**config.mk**
```make
export PLATFORM = sky130hd
export DESIGN_NAME = rob_top
export DESIGN_NICKNAME = d
export VERILOG_FILES = /design/src/common/rob_pkg.sv /design/src/rob/rob_ctrl.sv /design/src/rob/rob_bank.sv /design/src/rob/rob_commit.sv /design/src/rob_top.sv
export SDC_FILE = /design/constraint.sdc
export NUM_CORES = 1
export LEC_CHECK = 0
export ABC_CLOCK_PERIOD_IN_PS = 5000
export BUFFER_PORTS_ARGS = -buffer_cell sky130_fd_sc_hd__buf_2
export CAP_MARGIN = 10
export CORE_MARGIN = 2
export CORE_UTILIZATION = 50
export CTS_CLUSTER_DIAMETER = 50
export DETAILED_ROUTE_END_ITERATION = 10
export HOLD_SLACK_MARGIN = 0.02
export PLACE_DENSITY_LB_ADDON = 0.1
export SYNTH_ARGS = -nofsm -noshare
export SYNTH_HDL_FRONTEND = slang
export SYNTH_SLANG_ARGS = --single-unit
```
**constraint.sdc**
```tcl
create_clock -name clk -period 5 [get_ports clk]
set_input_delay 0 -clock clk [delete_from_list [all_inputs] [get_ports clk]]
set_output_delay 0 -clock clk [all_outputs]
set_load 0.02 [all_outputs]
```
**src/common/rob_pkg.sv**
```systemverilog
// Shared ROB field widths and enums, compiled ahead of every ROB module that uses them.
package rob_pkg;

   // Program counter width.
   localparam int PC_W = 32;

   // Physical register file address width.
   localparam int PRF_AW = 6;

   // Instruction class carried in the top bits of every entry.
   typedef enum logic [1:0] {
      OP_ALU    = 2'd0,
      OP_BRANCH = 2'd1,
      OP_LOAD   = 2'd2,
      OP_STORE  = 2'd3
   } op_class_e;

   // Packed payload, most significant field first.
   // {class, pc, prd, prd_we, pfree}
   localparam int ENTRY_W = $bits(op_class_e) // class
                          + PC_W              // pc
                          + PRF_AW            // prd
                          + 1                 // prd_we
                          + PRF_AW;           // pfree

   // Four-phase dispatch handshake.
   typedef enum logic {
      DISP_IDLE = 1'b0,
      DISP_ACK  = 1'b1
   } disp_state_e;

endpackage

```
**src/rob/rob_ctrl.sv**
```systemverilog
// Dispatch handshake, head bank pointer and bank push/pop strobes, one instance per ROB.
`timescale 1ns/1ps

module rob_ctrl
#(
   parameter int P_COMMIT_WIDTH = 1
)
(
   input  logic                            clk,
   input  logic                            reset,
   input  logic                            disp_req,
   input  logic                            flush,
   input  logic [(1<<P_COMMIT_WIDTH)-1:0]  bank_full,
   input  logic [P_COMMIT_WIDTH:0]         pop_size,
   output logic                            disp_ack,
   output logic                            bank_push,
   output logic [(1<<P_COMMIT_WIDTH)-1:0]  bank_pop,
   output logic [P_COMMIT_WIDTH-1:0]       head_ptr
);

   localparam int BANKS = 1 << P_COMMIT_WIDTH;

   rob_pkg::disp_state_e        state_q;
   rob_pkg::disp_state_e        state_d;
   logic                        accept;
   logic                        room;
   logic [P_COMMIT_WIDTH-1:0]   head_q;
   logic [P_COMMIT_WIDTH-1:0]   head_d;

   // Every bank must have a free slot, since a group fills one slot per bank.
   assign room = ~(|bank_full);

   // Group is written on the edge where this is high.
   assign accept = (state_q == rob_pkg::DISP_IDLE) && disp_req && room && !flush;

   always_comb
   begin
      state_d = state_q;
      case (state_q)
         rob_pkg::DISP_IDLE:
         begin
            if (accept)
               state_d = rob_pkg::DISP_ACK;
         end
         rob_pkg::DISP_ACK:
         begin
            // Ack is held until the request is seen low.
            if (!disp_req)
               state_d = rob_pkg::DISP_IDLE;
         end
         default:
            state_d = rob_pkg::DISP_IDLE;
      endcase
   end

   always_ff @(posedge clk)
   begin
      if (reset)
         state_q <= rob_pkg::DISP_IDLE;
      else
         state_q <= state_d;
   end

   // Ack is a pure decode of the registered state.
   assign disp_ack  = (state_q == rob_pkg::DISP_ACK);
   assign bank_push = accept;

   // Head advances modulo BANKS; a full-width pop wraps back onto the same bank.
   assign head_d = flush ? '0 : head_q + pop_size[P_COMMIT_WIDTH-1:0];

   always_ff @(posedge clk)
   begin
      if (reset)
         head_q <= '0;
      else
         head_q <= head_d;
   end

   assign head_ptr = head_q;

   // A bank pops when its distance from the head falls inside the committed run.
   for (genvar i = 0; i < BANKS; i++)
   begin : gen_pop
      logic [P_COMMIT_WIDTH-1:0] offset;

      assign offset      = P_COMMIT_WIDTH'(i) - head_q;
      assign bank_pop[i] = !flush && ({1'b0, offset} < pop_size);
   end

endmodule

```
**src/rob/rob_bank.sv**
```systemverilog
// One ROB bank, a circular queue of entries with done and bubble bits, one per dispatch lane.
`timescale 1ns/1ps

module rob_bank
#(
   parameter int P_ROB_DEPTH = 3
)
(
   input  logic                         clk,
   input  logic                         reset,
   input  logic                         flush,
   input  logic                         push,
   input  logic [rob_pkg::ENTRY_W-1:0]  push_entry,
   input  logic                         push_done,
   input  logic                         pop,
   input  logic                         wb_set,
   input  logic [P_ROB_DEPTH-1:0]       wb_idx,
   output logic                         full,
   output logic [rob_pkg::ENTRY_W-1:0]  head_entry,
   output logic                         head_done,
   output logic                         head_bubble,
   output logic [P_ROB_DEPTH-1:0]       free_idx
);

   localparam int DEPTH = 1 << P_ROB_DEPTH;

   logic [rob_pkg::ENTRY_W-1:0]  payload [DEPTH];
   logic [DEPTH-1:0]             done_q;
   logic [DEPTH-1:0]             bubble_q;
   logic [P_ROB_DEPTH-1:0]       wr_ptr;
   logic [P_ROB_DEPTH-1:0]       rd_ptr;
   logic [P_ROB_DEPTH:0]         count;
   logic                         empty;

   // Pointers and occupancy.
   always_ff @(posedge clk)
   begin
      if (reset || flush)
      begin
         wr_ptr <= '0;
         rd_ptr <= '0;
         count  <= '0;
      end
      else
      begin
         if (push)
            wr_ptr <= wr_ptr + 1'b1;
         if (pop)
            rd_ptr <= rd_ptr + 1'b1;
         case ({push, pop})
            2'b10:   count <= count + 1'b1;
            2'b01:   count <= count - 1'b1;
            default: count <= count;
         endcase
      end
   end

   // Slot storage. A bubble enters already done and stays flagged.
   always_ff @(posedge clk)
   begin
      if (wb_set)
         done_q[wb_idx] <= 1'b1;
      // Push comes last so a fresh entry always starts with its own done bit.
      if (push)
      begin
         payload[wr_ptr]  <= push_entry;
         done_q[wr_ptr]   <= push_done;
         bubble_q[wr_ptr] <= push_done;
      end
   end

   assign empty = (count == '0);
   assign full  = (count == (P_ROB_DEPTH+1)'(DEPTH));

   assign head_entry  = payload[rd_ptr];
   // Stale done bits of a free slot must not leak out.
   assign head_done   = done_q[rd_ptr] && !empty;
   assign head_bubble = bubble_q[rd_ptr];
   assign free_idx    = wr_ptr;

endmodule

```
**src/rob/rob_commit.sv**
```systemverilog
// ROB commit datapath that rotates bank heads into age order and sizes the retiring run.
`timescale 1ns/1ps

module rob_commit
#(
   parameter int P_COMMIT_WIDTH = 1
)
(
   input  logic [P_COMMIT_WIDTH-1:0]                             head_ptr,
   input  logic [(1<<P_COMMIT_WIDTH)-1:0][rob_pkg::ENTRY_W-1:0]  head_entry,
   input  logic [(1<<P_COMMIT_WIDTH)-1:0]                        head_done,
   input  logic [(1<<P_COMMIT_WIDTH)-1:0]                        head_bubble,
   output logic [(1<<P_COMMIT_WIDTH)-1:0]                        cmt_valid,
   output logic [(1<<P_COMMIT_WIDTH)-1:0][rob_pkg::ENTRY_W-1:0]  cmt_entry,
   output logic [P_COMMIT_WIDTH:0]                               pop_size
);

   localparam int BANKS = 1 << P_COMMIT_WIDTH;

   logic [BANKS-1:0] lane_done;
   logic [BANKS-1:0] lane_bubble;
   logic [BANKS-1:0] in_run;

   // Lane 0 is the bank at the head, later lanes follow it around the ring.
   // Banks that wrap past the top already point at the next group.
   for (genvar i = 0; i < BANKS; i++)
   begin : gen_lane
      logic [P_COMMIT_WIDTH-1:0] bank_sel;

      assign bank_sel       = head_ptr + P_COMMIT_WIDTH'(i);
      assign cmt_entry[i]   = head_entry[bank_sel];
      assign lane_done[i]   = head_done[bank_sel];
      assign lane_bubble[i] = head_bubble[bank_sel];
   end

   // Leading run of done lanes.
   // The first lane that is not done stops retirement for all younger lanes.
   always_comb
   begin
      logic run;

      run      = 1'b1;
      pop_size = '0;
      for (int i = 0; i < BANKS; i++)
      begin
         run       = run && lane_done[i];
         in_run[i] = run;
         if (run)
            pop_size = pop_size + 1'b1;
      end
   end

   // Bubbles retire silently.
   assign cmt_valid = in_run & ~lane_bubble;

endmodule

```
**src/rob_top.sv**
```systemverilog
// Banked reorder buffer top level, tying control, banks and commit together.
`timescale 1ns/1ps

module rob_top
#(
   parameter int P_COMMIT_WIDTH = 1,
   parameter int P_ROB_DEPTH    = 3
)
(
   input  logic                                                        clk,
   input  logic                                                        reset,
   // Dispatch.
   input  logic                                                        disp_req,
   input  logic [(1<<P_COMMIT_WIDTH)-1:0]                              disp_valid,
   input  logic [(1<<P_COMMIT_WIDTH)-1:0][rob_pkg::ENTRY_W-1:0]        disp_entry,
   output logic                                                        disp_ack,
   // Writeback.
   input  logic                                                        wb_valid,
   input  logic [P_ROB_DEPTH+P_COMMIT_WIDTH-1:0]                       wb_id,
   input  logic                                                        flush,
   // Ids handed to the next dispatch group, one per lane.
   output logic [(1<<P_COMMIT_WIDTH)-1:0][P_ROB_DEPTH+P_COMMIT_WIDTH-1:0] rob_free_id,
   // Commit, lane 0 oldest.
   output logic [(1<<P_COMMIT_WIDTH)-1:0]                              cmt_valid,
   output logic [(1<<P_COMMIT_WIDTH)-1:0][rob_pkg::ENTRY_W-1:0]        cmt_entry
);

   localparam int BANKS = 1 << P_COMMIT_WIDTH;
   localparam int ID_W  = P_ROB_DEPTH + P_COMMIT_WIDTH;

   logic                                       bank_push;
   logic [BANKS-1:0]                           bank_pop;
   logic [BANKS-1:0]                           bank_full;
   logic [P_COMMIT_WIDTH-1:0]                  head_ptr;
   logic [P_COMMIT_WIDTH:0]                    pop_size;
   logic [BANKS-1:0][rob_pkg::ENTRY_W-1:0]     head_entry;
   logic [BANKS-1:0]                           head_done;
   logic [BANKS-1:0]                           head_bubble;
   logic [BANKS-1:0][P_ROB_DEPTH-1:0]          free_idx;
   logic [BANKS-1:0]                           wb_set;
   logic [P_COMMIT_WIDTH-1:0]                  wb_bank;
   logic [P_ROB_DEPTH-1:0]                     wb_idx;

   // Id layout is {index, bank}.
   assign wb_bank = wb_id[P_COMMIT_WIDTH-1:0];
   assign wb_idx  = wb_id[ID_W-1:P_COMMIT_WIDTH];

   rob_ctrl
   #(
      .P_COMMIT_WIDTH (P_COMMIT_WIDTH)
   )
   u_ctrl
   (
      .clk            (clk),
      .reset          (reset),
      .disp_req       (disp_req),
      .flush          (flush),
      .bank_full      (bank_full),
      .pop_size       (pop_size),
      .disp_ack       (disp_ack),
      .bank_push      (bank_push),
      .bank_pop       (bank_pop),
      .head_ptr       (head_ptr)
   );

   // Dispatch lane i always lands in bank i.
   for (genvar i = 0; i < BANKS; i++)
   begin : gen_bank
      localparam logic [P_COMMIT_WIDTH-1:0] BANK_NUM = P_COMMIT_WIDTH'(i);

      assign wb_set[i]      = wb_valid && (wb_bank == BANK_NUM);
      assign rob_free_id[i] = {free_idx[i], BANK_NUM};

      rob_bank
      #(
         .P_ROB_DEPTH (P_ROB_DEPTH)
      )
      u_bank
      (
         .clk         (clk),
         .reset       (reset),
         .flush       (flush),
         .push        (bank_push),
         .push_entry  (disp_entry[i]),
         .push_done   (~disp_valid[i]),
         .pop         (bank_pop[i]),
         .wb_set      (wb_set[i]),
         .wb_idx      (wb_idx),
         .full        (bank_full[i]),
         .head_entry  (head_entry[i]),
         .head_done   (head_done[i]),
         .head_bubble (head_bubble[i]),
         .free_idx    (free_idx[i])
      );
   end

   rob_commit
   #(
      .P_COMMIT_WIDTH (P_COMMIT_WIDTH)
   )
   u_commit
   (
      .head_ptr       (head_ptr),
      .head_entry     (head_entry),
      .head_done      (head_done),
      .head_bubble    (head_bubble),
      .cmt_valid      (cmt_valid),
      .cmt_entry      (cmt_entry),
      .pop_size       (pop_size)
   );

endmodule

```
==> impl_results.md <==
* Initial DRC Count at around 1400
* Final min period at 3.774 ns
* Tot Pwr at 14560 uW
* Post-CTS Repair Setup Buffers at 0
* Sink Count at 812
* CP bufs+invs at 0
* Yosys synthesis warning count at 0
* Final setup TNS at 0 ns
* Post-detailed-placement half-perimeter wirelength at 42.05 mm
* Final Hold Violating Endpoints at 0
* Fmax at between 200 and 300 MHz
* Worst-Skew Late Latency at 0.62 ns
* Syn_nets at 1760
* Worst slew pin tran at roughly 1.1 ns
* Setup CP Type: reg -> reg
* Clk buf depth at 3
* DRC viols at 0
* Vias in the first global route at 17125
* Vias per cell at ~5.7
* PostCTS Resize Cnt at 0
* Max FO, Critical Path at 8
* Most Crowded Layer GR: met2
* Post-Synthesis Cells at 1641
* Die Area at 0.06664 mm2
* Setup Viol. Count Final at 0
* Sequential-to-total area share from yosys stat at 74.14%
* GRT met2 Usage at 35.59%
* Pwr dens at ~380 mW/mm2
* Core Area at 0.06412 mm2
* Outcome: complete, no violations
* ANT nets after route at 0
* Met3 Use GR at 4.338%
* Synth-to-layout area growth at 18.88%
* Rows at 93
* CTS root buf: clkbuf_16
* Most Frequent Cell on Critical Path: ha_1
* Startpoint Class: register
* First-pass GRT wire length at 109.0 mm
* First drt pass iteration count at 5
* Fin nets at about 2100
* DIE HEIGHT at ~260 um
* Cts hold-fix bufs at 112
* IO Count at 210
* CTS tree: built
* Period utilisation layout at 75.48%
* Worst Hold Class: in -> reg
* GR Overflow Total at 0
* Highest-delay cell along the critical path: dfxtp_1
* Skew final at roughly 0.019 ns
* Max-cap viol count at 0
* Inserted Clock Buffers at 87
* Placer Congestion at 0.8569
* H-tree Lvls at 3
* Max IR drop VDD at approximately 0.28 mV
* GRT Util Overall at 22.29%
* Crit path required time at 5.54 ns
* Share of cells above drive strength 1 at approximately 29%
* Syn_area_per_cell at 19.68 um2
* CP delay by family, top: simple AND/OR/NAND/NOR gates
* Primary FF master, synth: edfxtp_1
* Post-synthesis cell type count at 51
* Number of synthesized register bits at 812
* Clock Pin Slew Worst Setup and Hold Paths at 0.06 ns
* Initial antenna violation count at 4
* Die Width at about 260 um
* Starting Density at 50.37%
* Port Buffers at 207
* WL per Instance at 25.25 um
* Post-synth EDFFs at 768
* Nature of the critical path endpoint: register
* Slew margin rel. at 26.16%
* Leak at 0.01246 uW
* Via count at 16698
* Worst path cell trace: mux2_2 -> or3_1 -> and4_1 -> nand3_1 -> nand2_1 -> ha_1 -> a21oi_2 -> nor2_1 -> ha_1 -> ha_1 -> a21o_1 -> a21oi_1 -> xnor2_1 -> or3_1 -> a21oi_1
* Largest net degree at the start of global routing at 69
* DRT Wirelength at 73.49 mm
* Met1 usage at 31.70%
* Max incr delay on CP at approximately 0.53 ns
* Asr flop ratio synth at 0%
* Critical Path AT at 4.32 ns
* Mapped Area at 0.03229 mm2
* RSZ-0062 raised after global routing: no
* Final Max Slew Viols at 0
[cells in the mapped netlist (4+ instances only)]
cell,n,share of area [%]
clkbuf_1,53,0.62
edfxtp_1,768,71
or3_1,5,0.097
nand2_1,70,0.81
xnor2_1,4,0.11
dfxtp_1,44,2.7
nor2b_1,49,0.95
buf_1,17,0.20
a31oi_1,6,0.12
and2_1,47,0.91
inv_1,14,0.16
mux4_2,192,13
a21oi_1,70,1.1
mux2i_1,76,2.4
xor2_1,6,0.16
o31a_1,47,1.3
nand3_1,9,0.14
nor2_1,23,0.27
buf_2,23,0.36
ha_1,12,0.46
nor3_1,54,0.84
[cells in the final DEF (no fill, tap or decap), types with 6 or more instances in the layout]
cell type,n
a21oi_1,70
a31oi_1,6
and2_1,47
buf_2,207
buf_4,27
clkbuf_1,17
clkbuf_16,94
clkinv_1,15
clkinv_2,6
dfxtp_1,37
dfxtp_4,6
dlygate4sd3_1,112
edfxtp_1,768
ha_1,12
inv_1,14
inv_6,8
mux2i_1,76
mux4_2,192
nand2_1,70
nand3_1,9
nor2_1,21
nor2b_1,49
nor3_1,52
o31a_1,47
xor2_1,6
[power breakdown]
group	internal, uW	switching, uW	total (uW)
Combinational	257	383	641
Clock	3780	2590	6370
Sequential	7510	32.8	7540
[cell type report]
| cell class | count | area, um2 |
|---|---|---|
| Inverter | 16 | 61.31 |
| Fill cell | 4664 | 25720 |
| Clock inverter | 45 | 399.1 |
| Tap cell | 855 | 1070 |
| Timing Repair Buffer | 349 | 2420 |
| Sequential cell | 812 | 23970 |
| Multi-Input combinational cell | 717 | 7988 |
| Clock buffer | 116 | 2485 |
| Antenna cell | 1 | 2.502 |
[registers in the layout, summed over array words and instances, names as in the netlist, named ones only]
register and cells:
u_ctrl.head_ptr 1, gen_bank.u_bank.bubble_q 16, gen_bank.u_bank.rd_ptr 6, gen_bank.u_bank.payload 752
gen_bank.u_bank.done_q 16, gen_bank.u_bank.count 8, gen_bank.u_bank.free_idx 6, u_ctrl.disp_ack 1
[worst register-to-register path, cell delays in order, from the launching register on]
cell and delay (ns):
dfxtp_1 0.53, mux2_2 0.38, or3_1 0.32, and4_1 0.24, nand3_1 0.11, nand2_1 0.10
ha_1 0.21, a21oi_2 0.25, nor2_1 0.09, ha_1 0.23, ha_1 0.30, a21o_1 0.20
a21oi_1 0.20, xnor2_1 0.10, or3_1 0.30, a21oi_1 0.15
[logic make-up (layout without fill, tap and decap cells)]
kind of cell,Yosys count,in the layout,synth area share (%)
xor gates and xnor gates,10,10,0.2712
buffers and inverters,112,526,1.437
muxes,269,269,15.78
and+or+nand+nor,282,282,4.835
other,2,3,0.02325
adders and majority gates,14,14,0.5889
DFF,812,812,74.14
AOI/OAI and AO/OA,140,140,2.925
[layer usage]
| layer | routed length [um] | vias up |
|---|---|---|
| met1 | 31790 | 8761 |
| met5 | 28 | - |
| met4 | 1482 | 6 |
| li1 | - | 7373 |
| met3 | 4729 | 101 |
| met2 | 35460 | 457 |
[stage by stage]
stage / util (%) / cell area [um2] / hold WS [ns] / setup WS [ns] / cells
after CTS: 59.88 / 38390 / 0.1446 / 1.234 / 2910
final: 59.88 / 38390 / 0.1727 / 1.226 / 2911
after global routing: 59.88 / 38390 / 0.1731 / 1.013 / 2911
after floorplan: - / 32310 / 0.06907 / 0.4717 / 1641
after global placement: 53.63 / 34380 / 0.2258 / 1.381 / 2637
after detailed placement: 53.63 / 34380 / 0.2320 / 1.295 / 2637
[worst paths after layout]
check	start	endpoint	slack, ns	depth (start not counted)
hold / removal	disp_entry[38]	gen_bank[0].u_bank.payload[5][38]$_DFFE_PP_	0.17	2
setup / recovery	gen_bank[0].u_bank.rd_ptr[1]$_SDFFE_PP0N_	gen_bank[1].u_bank.count[3]$_SDFFE_PP0P_	1.23	15
setup reg to reg	gen_bank[0].u_bank.rd_ptr[1]$_SDFFE_PP0N_	gen_bank[1].u_bank.count[3]$_SDFFE_PP0P_	1.23	15
hold reg to reg	gen_bank[0].u_bank.done_q[6]$_DFF_P_	gen_bank[0].u_bank.done_q[6]$_DFF_P_	0.52	2
No activity file was read; power rests on OpenSTA's default activity.
